**src/qspi_settings.svh**
```systemverilog
`ifndef QSPI_SETTINGS_SVH
`define QSPI_SETTINGS_SVH

// ----------------------------------------
// engine widths
// ----------------------------------------

// clk cycles per sclk period, even and >= 4
`define QSPI_DIV_W 13

// dq0..dq3
`define QSPI_LANES 4

`define QSPI_BYTE_W 8 // one transfer per command

// dummy clock count, up to 15 clocks
`define QSPI_DUMMY_W 4

`endif

```
**src/qspi_pkg.sv**
```systemverilog
`include "qspi_settings.svh"

package qspi_pkg;

	// ----------------------------------------
	// plain vectors
	// ----------------------------------------
	typedef logic [`QSPI_DIV_W-1:0]   div_t;   // clk cycles per sclk period
	typedef logic [`QSPI_BYTE_W-1:0]  byte_t;
	typedef logic [`QSPI_LANES-1:0]   lanes_t; // one bit per dq lane
	typedef logic [3:0]               beat_t;  // sclk beats left in a phase
	typedef logic [`QSPI_DUMMY_W-1:0] dummy_t;

	// lanes used per beat
	typedef enum logic [1:0]
	{
		mode_single = 2'd0, // dq0 out, dq1 in
		mode_dual   = 2'd1,
		mode_quad   = 2'd2
	} lane_mode_e;

	typedef enum logic [1:0]
	{
		op_write = 2'd0,
		op_read  = 2'd1,
		op_dummy = 2'd2  // clocks only, lanes released
	} cmd_op_e;

	// one queued command, 17 bits
	typedef struct packed
	{
		cmd_op_e    op;
		lane_mode_e mode;
		byte_t      data;       // write data, ignored otherwise
		dummy_t     dummy_clks; // dummy phase length
		logic       last;       // release select after this one
	} cmd_t;

	typedef enum logic [2:0]
	{
		st_idle   = 3'd0,
		st_dummy  = 3'd1,
		st_send   = 3'd2,
		st_read   = 3'd3,
		st_finish = 3'd4
	} seq_state_e;

endpackage

```
**src/qspi_cmd_decode.sv**
```systemverilog
module qspi_cmd_decode
	import qspi_pkg::*;
(
	input  logic  clk,
	input  logic  reset,
	input  cmd_t  cmd_i,
	input  logic  cmd_valid_i,
	output logic  cmd_ready_o,
	input  logic  cmd_take_i,   // sequencer took the slot
	output cmd_t  cur_cmd_o,
	output byte_t shift_word_o, // data in lane order
	output beat_t beats_o,      // sclk beats for the phase
	output logic  pending_o
);

	logic  slot_valid;
	byte_t d;
	byte_t word_d;
	beat_t beats_d;

	assign d = cmd_i.data;

	// lane order: dq3 takes bit 7, dq2 bit 5, dq1 bit 3, dq0 bit 1
	// and the word shifts left by one per beat
	always_comb
	begin
		case (cmd_i.mode)
			mode_dual: word_d = {d[7], d[5], d[3], d[1], d[6], d[4], d[2], d[0]};
			mode_quad: word_d = {d[7], d[3], d[6], d[2], d[5], d[1], d[4], d[0]};
			default:   word_d = d; // single, msb first on dq0
		endcase
	end

	// beats per phase
	always_comb
	begin
		if (cmd_i.op == op_dummy)
			beats_d = beat_t'(cmd_i.dummy_clks);
		else
		begin
			case (cmd_i.mode)
				mode_dual: beats_d = beat_t'(4);
				mode_quad: beats_d = beat_t'(2);
				default:   beats_d = beat_t'(8);
			endcase
		end
	end

	// ----------------------------------------
	// single command slot
	// ----------------------------------------
	always_ff @(posedge clk)
	begin
		if (reset)
			slot_valid <= 1'b0;
		else if (cmd_valid_i && cmd_ready_o)
			slot_valid <= 1'b1;
		else if (cmd_take_i)
			slot_valid <= 1'b0; // free again
	end

	always_ff @(posedge clk)
	begin
		if (cmd_valid_i && cmd_ready_o)
		begin
			cur_cmd_o    <= cmd_i;
			shift_word_o <= word_d;
			beats_o      <= beats_d;
		end
	end

	assign cmd_ready_o = !slot_valid; // ready while empty
	assign pending_o   = slot_valid;

endmodule

```
**src/qspi_engine.sv**
```systemverilog
module qspi_engine
	import qspi_pkg::*;
(
	input  logic   clk,
	input  logic   reset,
	input  div_t   div_i,       // constant while select is low
	input  cmd_t   cmd_i,
	input  logic   cmd_valid_i,
	output logic   cmd_ready_o,
	output byte_t  rd_data_o,
	output logic   rd_valid_o,
	input  logic   rd_ready_i,
	output logic   sclk_o,
	output logic   sel_n_o,
	output lanes_t dq_o,
	output lanes_t dq_oe_o,
	input  lanes_t dq_i
);

	cmd_t       cur_cmd;
	byte_t      shift_word;
	beat_t      beats;
	logic       cmd_pending;
	logic       cmd_take;
	logic       run;
	logic       rise;
	logic       fall;
	logic       sample;
	logic       rd_done;
	logic       slot_free;
	lane_mode_e rd_mode;

	// ----------------------------------------
	// command slot, clock, FSM, read path
	// ----------------------------------------
	qspi_cmd_decode u_decode (
		.clk(clk), .reset(reset),
		.cmd_i(cmd_i), .cmd_valid_i(cmd_valid_i), .cmd_ready_o(cmd_ready_o),
		.cmd_take_i(cmd_take), .cur_cmd_o(cur_cmd), .shift_word_o(shift_word),
		.beats_o(beats), .pending_o(cmd_pending)
	);

	qspi_sclk_gen u_sclk (
		.clk(clk), .reset(reset), .div_i(div_i), .run_i(run),
		.rise_o(rise), .fall_o(fall), .sclk_o(sclk_o)
	);

	qspi_sequencer u_seq (
		.clk(clk), .reset(reset), .rise_i(rise), .fall_i(fall),
		.cur_cmd_i(cur_cmd), .shift_word_i(shift_word), .beats_i(beats),
		.pending_i(cmd_pending), .slot_free_i(slot_free), .cmd_take_o(cmd_take),
		.run_o(run), .sample_o(sample), .rd_done_o(rd_done), .mode_o(rd_mode),
		.sel_n_o(sel_n_o), .dq_o(dq_o), .dq_oe_o(dq_oe_o)
	);

	qspi_read_assemble u_rd (
		.clk(clk), .reset(reset), .mode_i(rd_mode), .sample_i(sample),
		.rd_done_i(rd_done), .dq_i(dq_i), .slot_free_o(slot_free),
		.rd_data_o(rd_data_o), .rd_valid_o(rd_valid_o), .rd_ready_i(rd_ready_i)
	);

endmodule

```
**src/qspi_read_assemble.sv**
```systemverilog
module qspi_read_assemble
	import qspi_pkg::*;
(
	input  logic       clk,
	input  logic       reset,
	input  lane_mode_e mode_i,
	input  logic       sample_i,   // read rising edge
	input  logic       rd_done_i,  // last sample of the byte
	input  lanes_t     dq_i,
	output logic       slot_free_o,
	output byte_t      rd_data_o,
	output logic       rd_valid_o,
	input  logic       rd_ready_i
);

	byte_t sh_q; // bits collected so far
	byte_t sh_d; // with the current sample

	// msb first per mode, dq1 alone in single mode
	always_comb
	begin
		case (mode_i)
			mode_dual: sh_d = {sh_q[5:0], dq_i[1:0]};  // dq1 odd, dq0 even bits
			mode_quad: sh_d = {sh_q[3:0], dq_i[3:0]};  // upper nibble first
			default:   sh_d = {sh_q[6:0], dq_i[1]};
		endcase
	end

	// ----------------------------------------
	// lane shift and result register
	// ----------------------------------------
	always_ff @(posedge clk)
	begin
		if (sample_i)
			sh_q <= sh_d;
		if (rd_done_i)
			rd_data_o <= sh_d; // includes the final sample
	end

	always_ff @(posedge clk)
	begin
		if (reset)
			rd_valid_o <= 1'b0;
		else if (rd_done_i)
			rd_valid_o <= 1'b1;
		else if (rd_ready_i)
			rd_valid_o <= 1'b0; // accepted
	end

	// sequencer holds off reads while a result waits
	assign slot_free_o = !rd_valid_o;

endmodule

```
**src/qspi_sclk_gen.sv**
```systemverilog
module qspi_sclk_gen
	import qspi_pkg::*;
(
	input  logic clk,
	input  logic reset,
	input  div_t div_i,   // full sclk period in clk cycles
	input  logic run_i,   // from sequencer
	output logic rise_o,  // sclk goes high on this clk edge
	output logic fall_o,  // sclk goes low on this clk edge
	output logic sclk_o
);

	div_t cnt;      // position inside the sclk period
	div_t last_cnt; // wrap point
	div_t half_cnt; // start of the high half

	assign last_cnt = div_i - div_t'(1);
	assign half_cnt = div_i >> 1;

	// strobes only while running
	assign fall_o = run_i && (cnt == '0);
	assign rise_o = run_i && (cnt == half_cnt);

	// ----------------------------------------
	// period counter and sclk register
	// ----------------------------------------
	always_ff @(posedge clk)
	begin
		if (reset)
		begin
			cnt    <= '0;
			sclk_o <= 1'b1; // idle high
		end
		else if (!run_i)
		begin
			cnt    <= '0;   // next run starts with a fall
			sclk_o <= 1'b1;
		end
		else
		begin
			if (cnt == last_cnt)
				cnt <= '0;
			else
				cnt <= cnt + div_t'(1);
			if (fall_o)
				sclk_o <= 1'b0; // low half
			else if (rise_o)
				sclk_o <= 1'b1; // high half
		end
	end

endmodule

```
**src/qspi_sequencer.sv**
```systemverilog
module qspi_sequencer
	import qspi_pkg::*;
(
	input  logic       clk,
	input  logic       reset,
	input  logic       rise_i,
	input  logic       fall_i,
	input  cmd_t       cur_cmd_i,
	input  byte_t      shift_word_i,
	input  beat_t      beats_i,
	input  logic       pending_i,
	input  logic       slot_free_i,  // result register empty
	output logic       cmd_take_o,
	output logic       run_o,        // sclk enable
	output logic       sample_o,
	output logic       rd_done_o,
	output lane_mode_e mode_o,
	output logic       sel_n_o,
	output lanes_t     dq_o,
	output lanes_t     dq_oe_o
);

	seq_state_e state;
	cmd_t       act_cmd;  // command on the bus
	byte_t      sh_q;     // remaining write bits
	beat_t      beat_cnt;
	logic       done_q;   // all beats of the phase seen
	logic       gap_q;    // one idle cycle after a frame
	logic       busy;
	logic       start_ok;
	logic       take;
	logic       shift_en;

	// lane bits for the next beat
	function automatic lanes_t lane_bits(input byte_t w, input lane_mode_e m);
		lanes_t l;
		case (m)
			mode_dual: l = {2'b00, w[7], w[3]};
			mode_quad: l = {w[7], w[5], w[3], w[1]};
			default:   l = {3'b000, w[7]};
		endcase
		return l;
	endfunction

	function automatic lanes_t lane_mask(input lane_mode_e m);
		lanes_t l;
		case (m)
			mode_dual: l = 4'b0011;
			mode_quad: l = 4'b1111;
			default:   l = 4'b0001;
		endcase
		return l;
	endfunction

	assign busy     = (state == st_dummy) || (state == st_send) || (state == st_read);
	// a read needs a free result slot
	assign start_ok = pending_i && ((cur_cmd_i.op != op_read) || slot_free_i);
	assign take     = fall_i && start_ok &&
		((state == st_idle) || (busy && done_q && !act_cmd.last));

	assign shift_en  = fall_i && (state == st_send) && !done_q;
	assign sample_o  = rise_i && (state == st_read) && !done_q;
	assign rd_done_o = sample_o && (beat_cnt == beat_t'(1)); // final sample
	assign cmd_take_o = take;
	assign mode_o     = act_cmd.mode;

	// sclk runs unless the frame waits for a command
	always_comb
	begin
		case (state)
			st_idle:   run_o = start_ok && !gap_q;
			st_finish: run_o = 1'b1; // keeps sclk low until select is up
			default:   run_o = !(done_q && !act_cmd.last && !start_ok);
		endcase
	end

	// ----------------------------------------
	// active command and shift word
	// ----------------------------------------
	always_ff @(posedge clk)
	begin
		if (take)
		begin
			act_cmd <= cur_cmd_i;
			sh_q    <= shift_word_i << 1; // first beat goes out now
		end
		else if (shift_en)
			sh_q <= sh_q << 1;
	end

	// ----------------------------------------
	// phase FSM
	// ----------------------------------------
	always_ff @(posedge clk)
	begin
		if (reset)
		begin
			state    <= st_idle;
			sel_n_o  <= 1'b1;
			dq_o     <= '0;
			dq_oe_o  <= '0;
			beat_cnt <= '0;
			done_q   <= 1'b0;
			gap_q    <= 1'b0;
		end
		else
		begin
			gap_q <= (state == st_finish);
			if (take)
			begin
				sel_n_o  <= 1'b0; // opens or continues the frame
				beat_cnt <= beats_i;
				done_q   <= 1'b0;
				case (cur_cmd_i.op)
					op_write:
					begin
						state   <= st_send;
						dq_o    <= lane_bits(shift_word_i, cur_cmd_i.mode);
						dq_oe_o <= lane_mask(cur_cmd_i.mode);
					end
					op_read:
					begin
						state   <= st_read;
						dq_o    <= '0;
						dq_oe_o <= '0; // flash drives
					end
					default:
					begin
						state   <= st_dummy;
						dq_o    <= '0;
						dq_oe_o <= '0;
					end
				endcase
			end
			else if (busy && fall_i && done_q && act_cmd.last)
			begin
				state   <= st_finish; // ends on this fall
				dq_o    <= '0;
				dq_oe_o <= '0;
			end
			else if (shift_en)
				dq_o <= lane_bits(sh_q, act_cmd.mode); // next beat after the fall
			else if (busy && rise_i && !done_q)
			begin
				beat_cnt <= beat_cnt - beat_t'(1);
				done_q   <= (beat_cnt == beat_t'(1));
			end
			else if (state == st_finish)
			begin
				sel_n_o <= 1'b1;
				state   <= st_idle;
			end
		end
	end

endmodule

```
**config.mk**
```make
export PLATFORM = sky130hd
export DESIGN_NAME = qspi_engine
export DESIGN_NICKNAME = d
export VERILOG_FILES = /design/src/qspi_pkg.sv /design/src/qspi_cmd_decode.sv /design/src/qspi_engine.sv /design/src/qspi_read_assemble.sv /design/src/qspi_sclk_gen.sv /design/src/qspi_sequencer.sv
export VERILOG_INCLUDE_DIRS = /design/src
export SDC_FILE = /design/constraint.sdc
export NUM_CORES = 1
export LEC_CHECK = 0
export BUFFER_PORTS_ARGS = -buffer_cell sky130_fd_sc_hd__buf_4
export CAP_MARGIN = 20
export CORE_MARGIN = 3
export CORE_UTILIZATION = 40
export CTS_BUF_LIST = sky130_fd_sc_hd__clkbuf_4 sky130_fd_sc_hd__clkbuf_8
export CTS_CLUSTER_DIAMETER = 200
export DETAILED_ROUTE_END_ITERATION = 7
export HOLD_SLACK_MARGIN = 0.08
export PLACE_DENSITY = 0.71
export RECOVER_POWER = 100
export SETUP_SLACK_MARGIN = 0.5
export SYNTH_ARGS = -nofsm -noshare
export SYNTH_HDL_FRONTEND = slang
export SYNTH_SLANG_ARGS = --single-unit
```
**constraint.sdc**
```tcl
create_clock -name clk -period 4.05 [get_ports clk]
set_input_delay 0.2025 -clock clk [delete_from_list [all_inputs] [get_ports clk]]
set_output_delay 0.2025 -clock clk [all_outputs]
set_load 0.05 [all_outputs]
```
==> impl_metrics.csv <==
group,metric,value,unit
run,maxCapViolations,0,
drt,wl_per_cell,14.7,µm
logic_synthesis,synth.area.mux_share,1.10,%
timing,fin_skew,0.00466,ns
place,dpl_worst_slack,1.24,ns
clocking,cts_root_buf,"clkbuf_8",
floorplanning,die_height,107,µm
place,gp_congestion,0.889,
global_routing,grt_pass1_wl,14.6,mm
floorplanning,chipWidth,107,µm
floorplanning,num_rows,36,
final_layout,layout-drive-gt1-share,11.5,%
global_routing,grtUsageTotal,15.8,%
timing,finalHoldViolCount,0,
floorplanning,dieArea,11500,µm²
worst_setup_path,cp.arrival,3.23,ns
logic_synthesis,synth-main-ff-cell,"edfxtp_1",
logic_synthesis,yosys_warnings,0,
worst_setup_path,worst_setup_path_start_kind,"flip-flop",
timing,relSlewSlack,39.4,%
logic_synthesis,synth_top_area_share,30.9,%
timing,setup_viol,0,
logic_synthesis,synth_compound_area_share,16.0,%
timing,worst_pin_slew,0.901,ns
logic_synthesis,synth_area_leaders,"edfxtp_1 (31%), dfxtp_1 (16%), xnor2_1 (4.7%)",
floorplanning,io_pins,58,
global_routing,grt_pass1_vias,3091,
logic_synthesis,synth_xor_area_share,8.15,%
drt,drtIter0Drc,223,
drt,drtPass1Iterations,5,
clocking,ctsResizeCount,0,
timing,worst_slack,0.862,ns
logic_synthesis,synthAdderAreaFrac,3.98,%
final_layout,syn2layout_area_growth,15.8,%
power_and_ir_drop,power.ir.vdd_worst,227,µV
logic_synthesis,synth.avg_cell_area,9.50,µm²
timing,setup_tns,0,ns
logic_synthesis,yosysMostFrequentCell,"nand2_1",
worst_setup_path,cp_max_fo,15,
drt,via_per_inst,5.43,
clocking,insertion_delay,0.34,ns
floorplanning,start_util,41.4,%
drt,drtAntennaViolNets,0,
floorplanning,core,9860,µm²
global_routing,grt_max_degree,23,
worst_setup_path,critical_path_class,"flip-flop to flip-flop",
logic_synthesis,synthArstFlopShare,0,%
global_routing,grt-ovfl-total,0,
timing,period_share,78.7,%
timing,rsz0062_at_grt,"false",
clocking,clock_path_buffers,2,
worst_setup_path,worstPathRequired,4.09,ns
logic_synthesis,synthesis.area,4090,µm²
clocking,post-cts-setup-buffers,0,
drt,routed_wirelength,9.11,mm
place,dp_hpwl,6.86,mm
logic_synthesis,synthCells,430,
logic_synthesis,yosysUniqueCellTypes,57,
logic_synthesis,synth_top_family_by_area,"simple AND/OR/NAND/NOR gates",
logic_synthesis,yosysSeqAreaShare,47.0,%
place,io_buffers,57,
clocking,clkSinkCount,75,
drt,num_vias,3368,
hold_path,hold_path.class,"input port to flip-flop",
power_and_ir_drop,cellLeakagePower,1.72,nW
logic_synthesis,synth-seq-cells,75,
timing,drv_slew,0,
clocking,htree_levels,3,
clocking,clkTransAtPathRegs,0.07,ns
final_layout,nets,533,
logic_synthesis,yosys.area_share.simple,18.3,%
logic_synthesis,synth.largest_area_cell,"edfxtp_1",
logic_synthesis,syn_nets,481,
clocking,cts_tree,"yes",
drt,drcViolationCount,0,
timing,min_period,3.19,ns
clocking,numCtsBuffers,9,
global_routing,grt_antenna_before_repair,0,
logic_synthesis,synth_edf_count,42,
final_layout,n_antenna_cell,0,
power_and_ir_drop,powerDensity,360,nW/µm²
status,status,"complete, no violations",
logic_synthesis,synthTopCellsByCount,"nand2_1 (45), nor2_1 (43), edfxtp_1 (42), dfxtp_1 (33), o21ai_0 (25)",
worst_setup_path,worstSetupEndpointType,"flip-flop",
timing,max_freq,314,MHz
registers in the layout (all words and copies together) (netlist names), 2 cells and up:
signal                 flops
u_seq.beat_cnt             4
u_sclk.cnt                13
u_seq.dq_o                 4
u_seq.dq_oe_o              3
u_decode.cur_cmd_o         5
u_seq.mode_o               2
u_decode.beats_o           4
u_decode.shift_word_o      8
u_seq.state                3
u_seq.sh_q                 7
u_rd.rd_data_o             8
u_rd.sh_q                  7
layout make-up:
cell class | count | area [µm²]
Fill cell | 961 | 5130
Multi-Input combinational cell | 305 | 1940
Sequential cell | 75 | 1920
Timing Repair Buffer | 68 | 427
Tap cell | 133 | 166
Clock buffer | 11 | 139
Inverter | 23 | 86.3
Clock inverter | 5 | 53.8
where the power goes:
group | internal [W] | switching [W] | leakage, nW
sequential | 0.000846 | 0.0000260 | 0.659
combinational | 0.000100 | 0.000169 | 0.966
clock | 0.000296 | 0.000265 | 0.0954
through the flow:
step	hold slack, ns	utilization (%)	std cells	power (W)	instance area, µm²
3_3_place_gp	0.384	46.4	597	0.00115	4580
3_5_place_dp	0.383	46.4	597	0.00116	4580
5_1_grt	0.149	47.9	620	0.00178	4730
6_report	0.142	47.9	620	0.00170	4730
2_1_floorplan	0.301	-	430	0.00107	4090
4_1_cts	0.128	49.0	620	0.00173	4840
kinds of logic (layout without fill, tap and decap cells):
kind of cell | Yosys count | in the layout
AOI/OAI and AO/OA | 95 | 95
xor gates and xnor gates | 38 | 38
adders and majority gates | 13 | 13
buffers and inverters | 50 | 107
DFF | 75 | 75
muxes | 4 | 4
and+or+nand+nor | 155 | 155
final timing paths:
| path | from | end | slack (ns) | cells past startpoint |
|---|---|---|---|---|
| min | cmd_valid_i | u_decode.pending_o | 0.14 | 3 |
| max reg2reg | u_sclk.cnt[0] | u_seq.act_cmd[0] | 0.86 | 7 |
| min reg2reg | u_decode.cur_cmd_o[0] | u_seq.act_cmd[0] | 0.44 | 0 |
| max | u_sclk.cnt[0] | u_seq.act_cmd[0] | 0.86 | 7 |
placed cells by master (no fill, tap or decap), types with 11 or more instances in the layout:
cell type,count
nand2_1,45
nor2_1,43
edfxtp_1,42
dfxtp_1,33
buf_4,29
clkbuf_1,27
o21ai_0,25
inv_1,23
xnor2_1,22
a22oi_1,18
xor2_1,16
ha_1,13
nand3_1,11
a21oi_1,11
routing by layer:
| layer | global-route usage, % | share of wire (%) | vias up |
|---|---|---|---|
| met2 | 25.2 | 46 | 113 |
| met4 | 6.30 | 1.8 | 0 |
| met1 | 21.2 | 46 | 1583 |
| li1 | - | - | 1653 |
| met5 | 0 | 0 | - |
| met3 | 3.01 | 5.9 | 19 |
worst max-delay path, cell delays in order, from the launching register on:
cell      delay, ns
dfxtp_1        0.38
inv_1          0.08
ha_1           0.15
nor4b_1        0.44
and3_1         0.29
a21boi_0       0.73
nand2_1        0.53
inv_1          0.28
repair_timing:
| action | CTS | global route |
|---|---|---|
| setup endpoints to repair | 0 | 0 |
| hold endpoints to repair | 7 | 0 |
| hold buffers | 7 | 0 |
(Power assumes the default switching activity.)
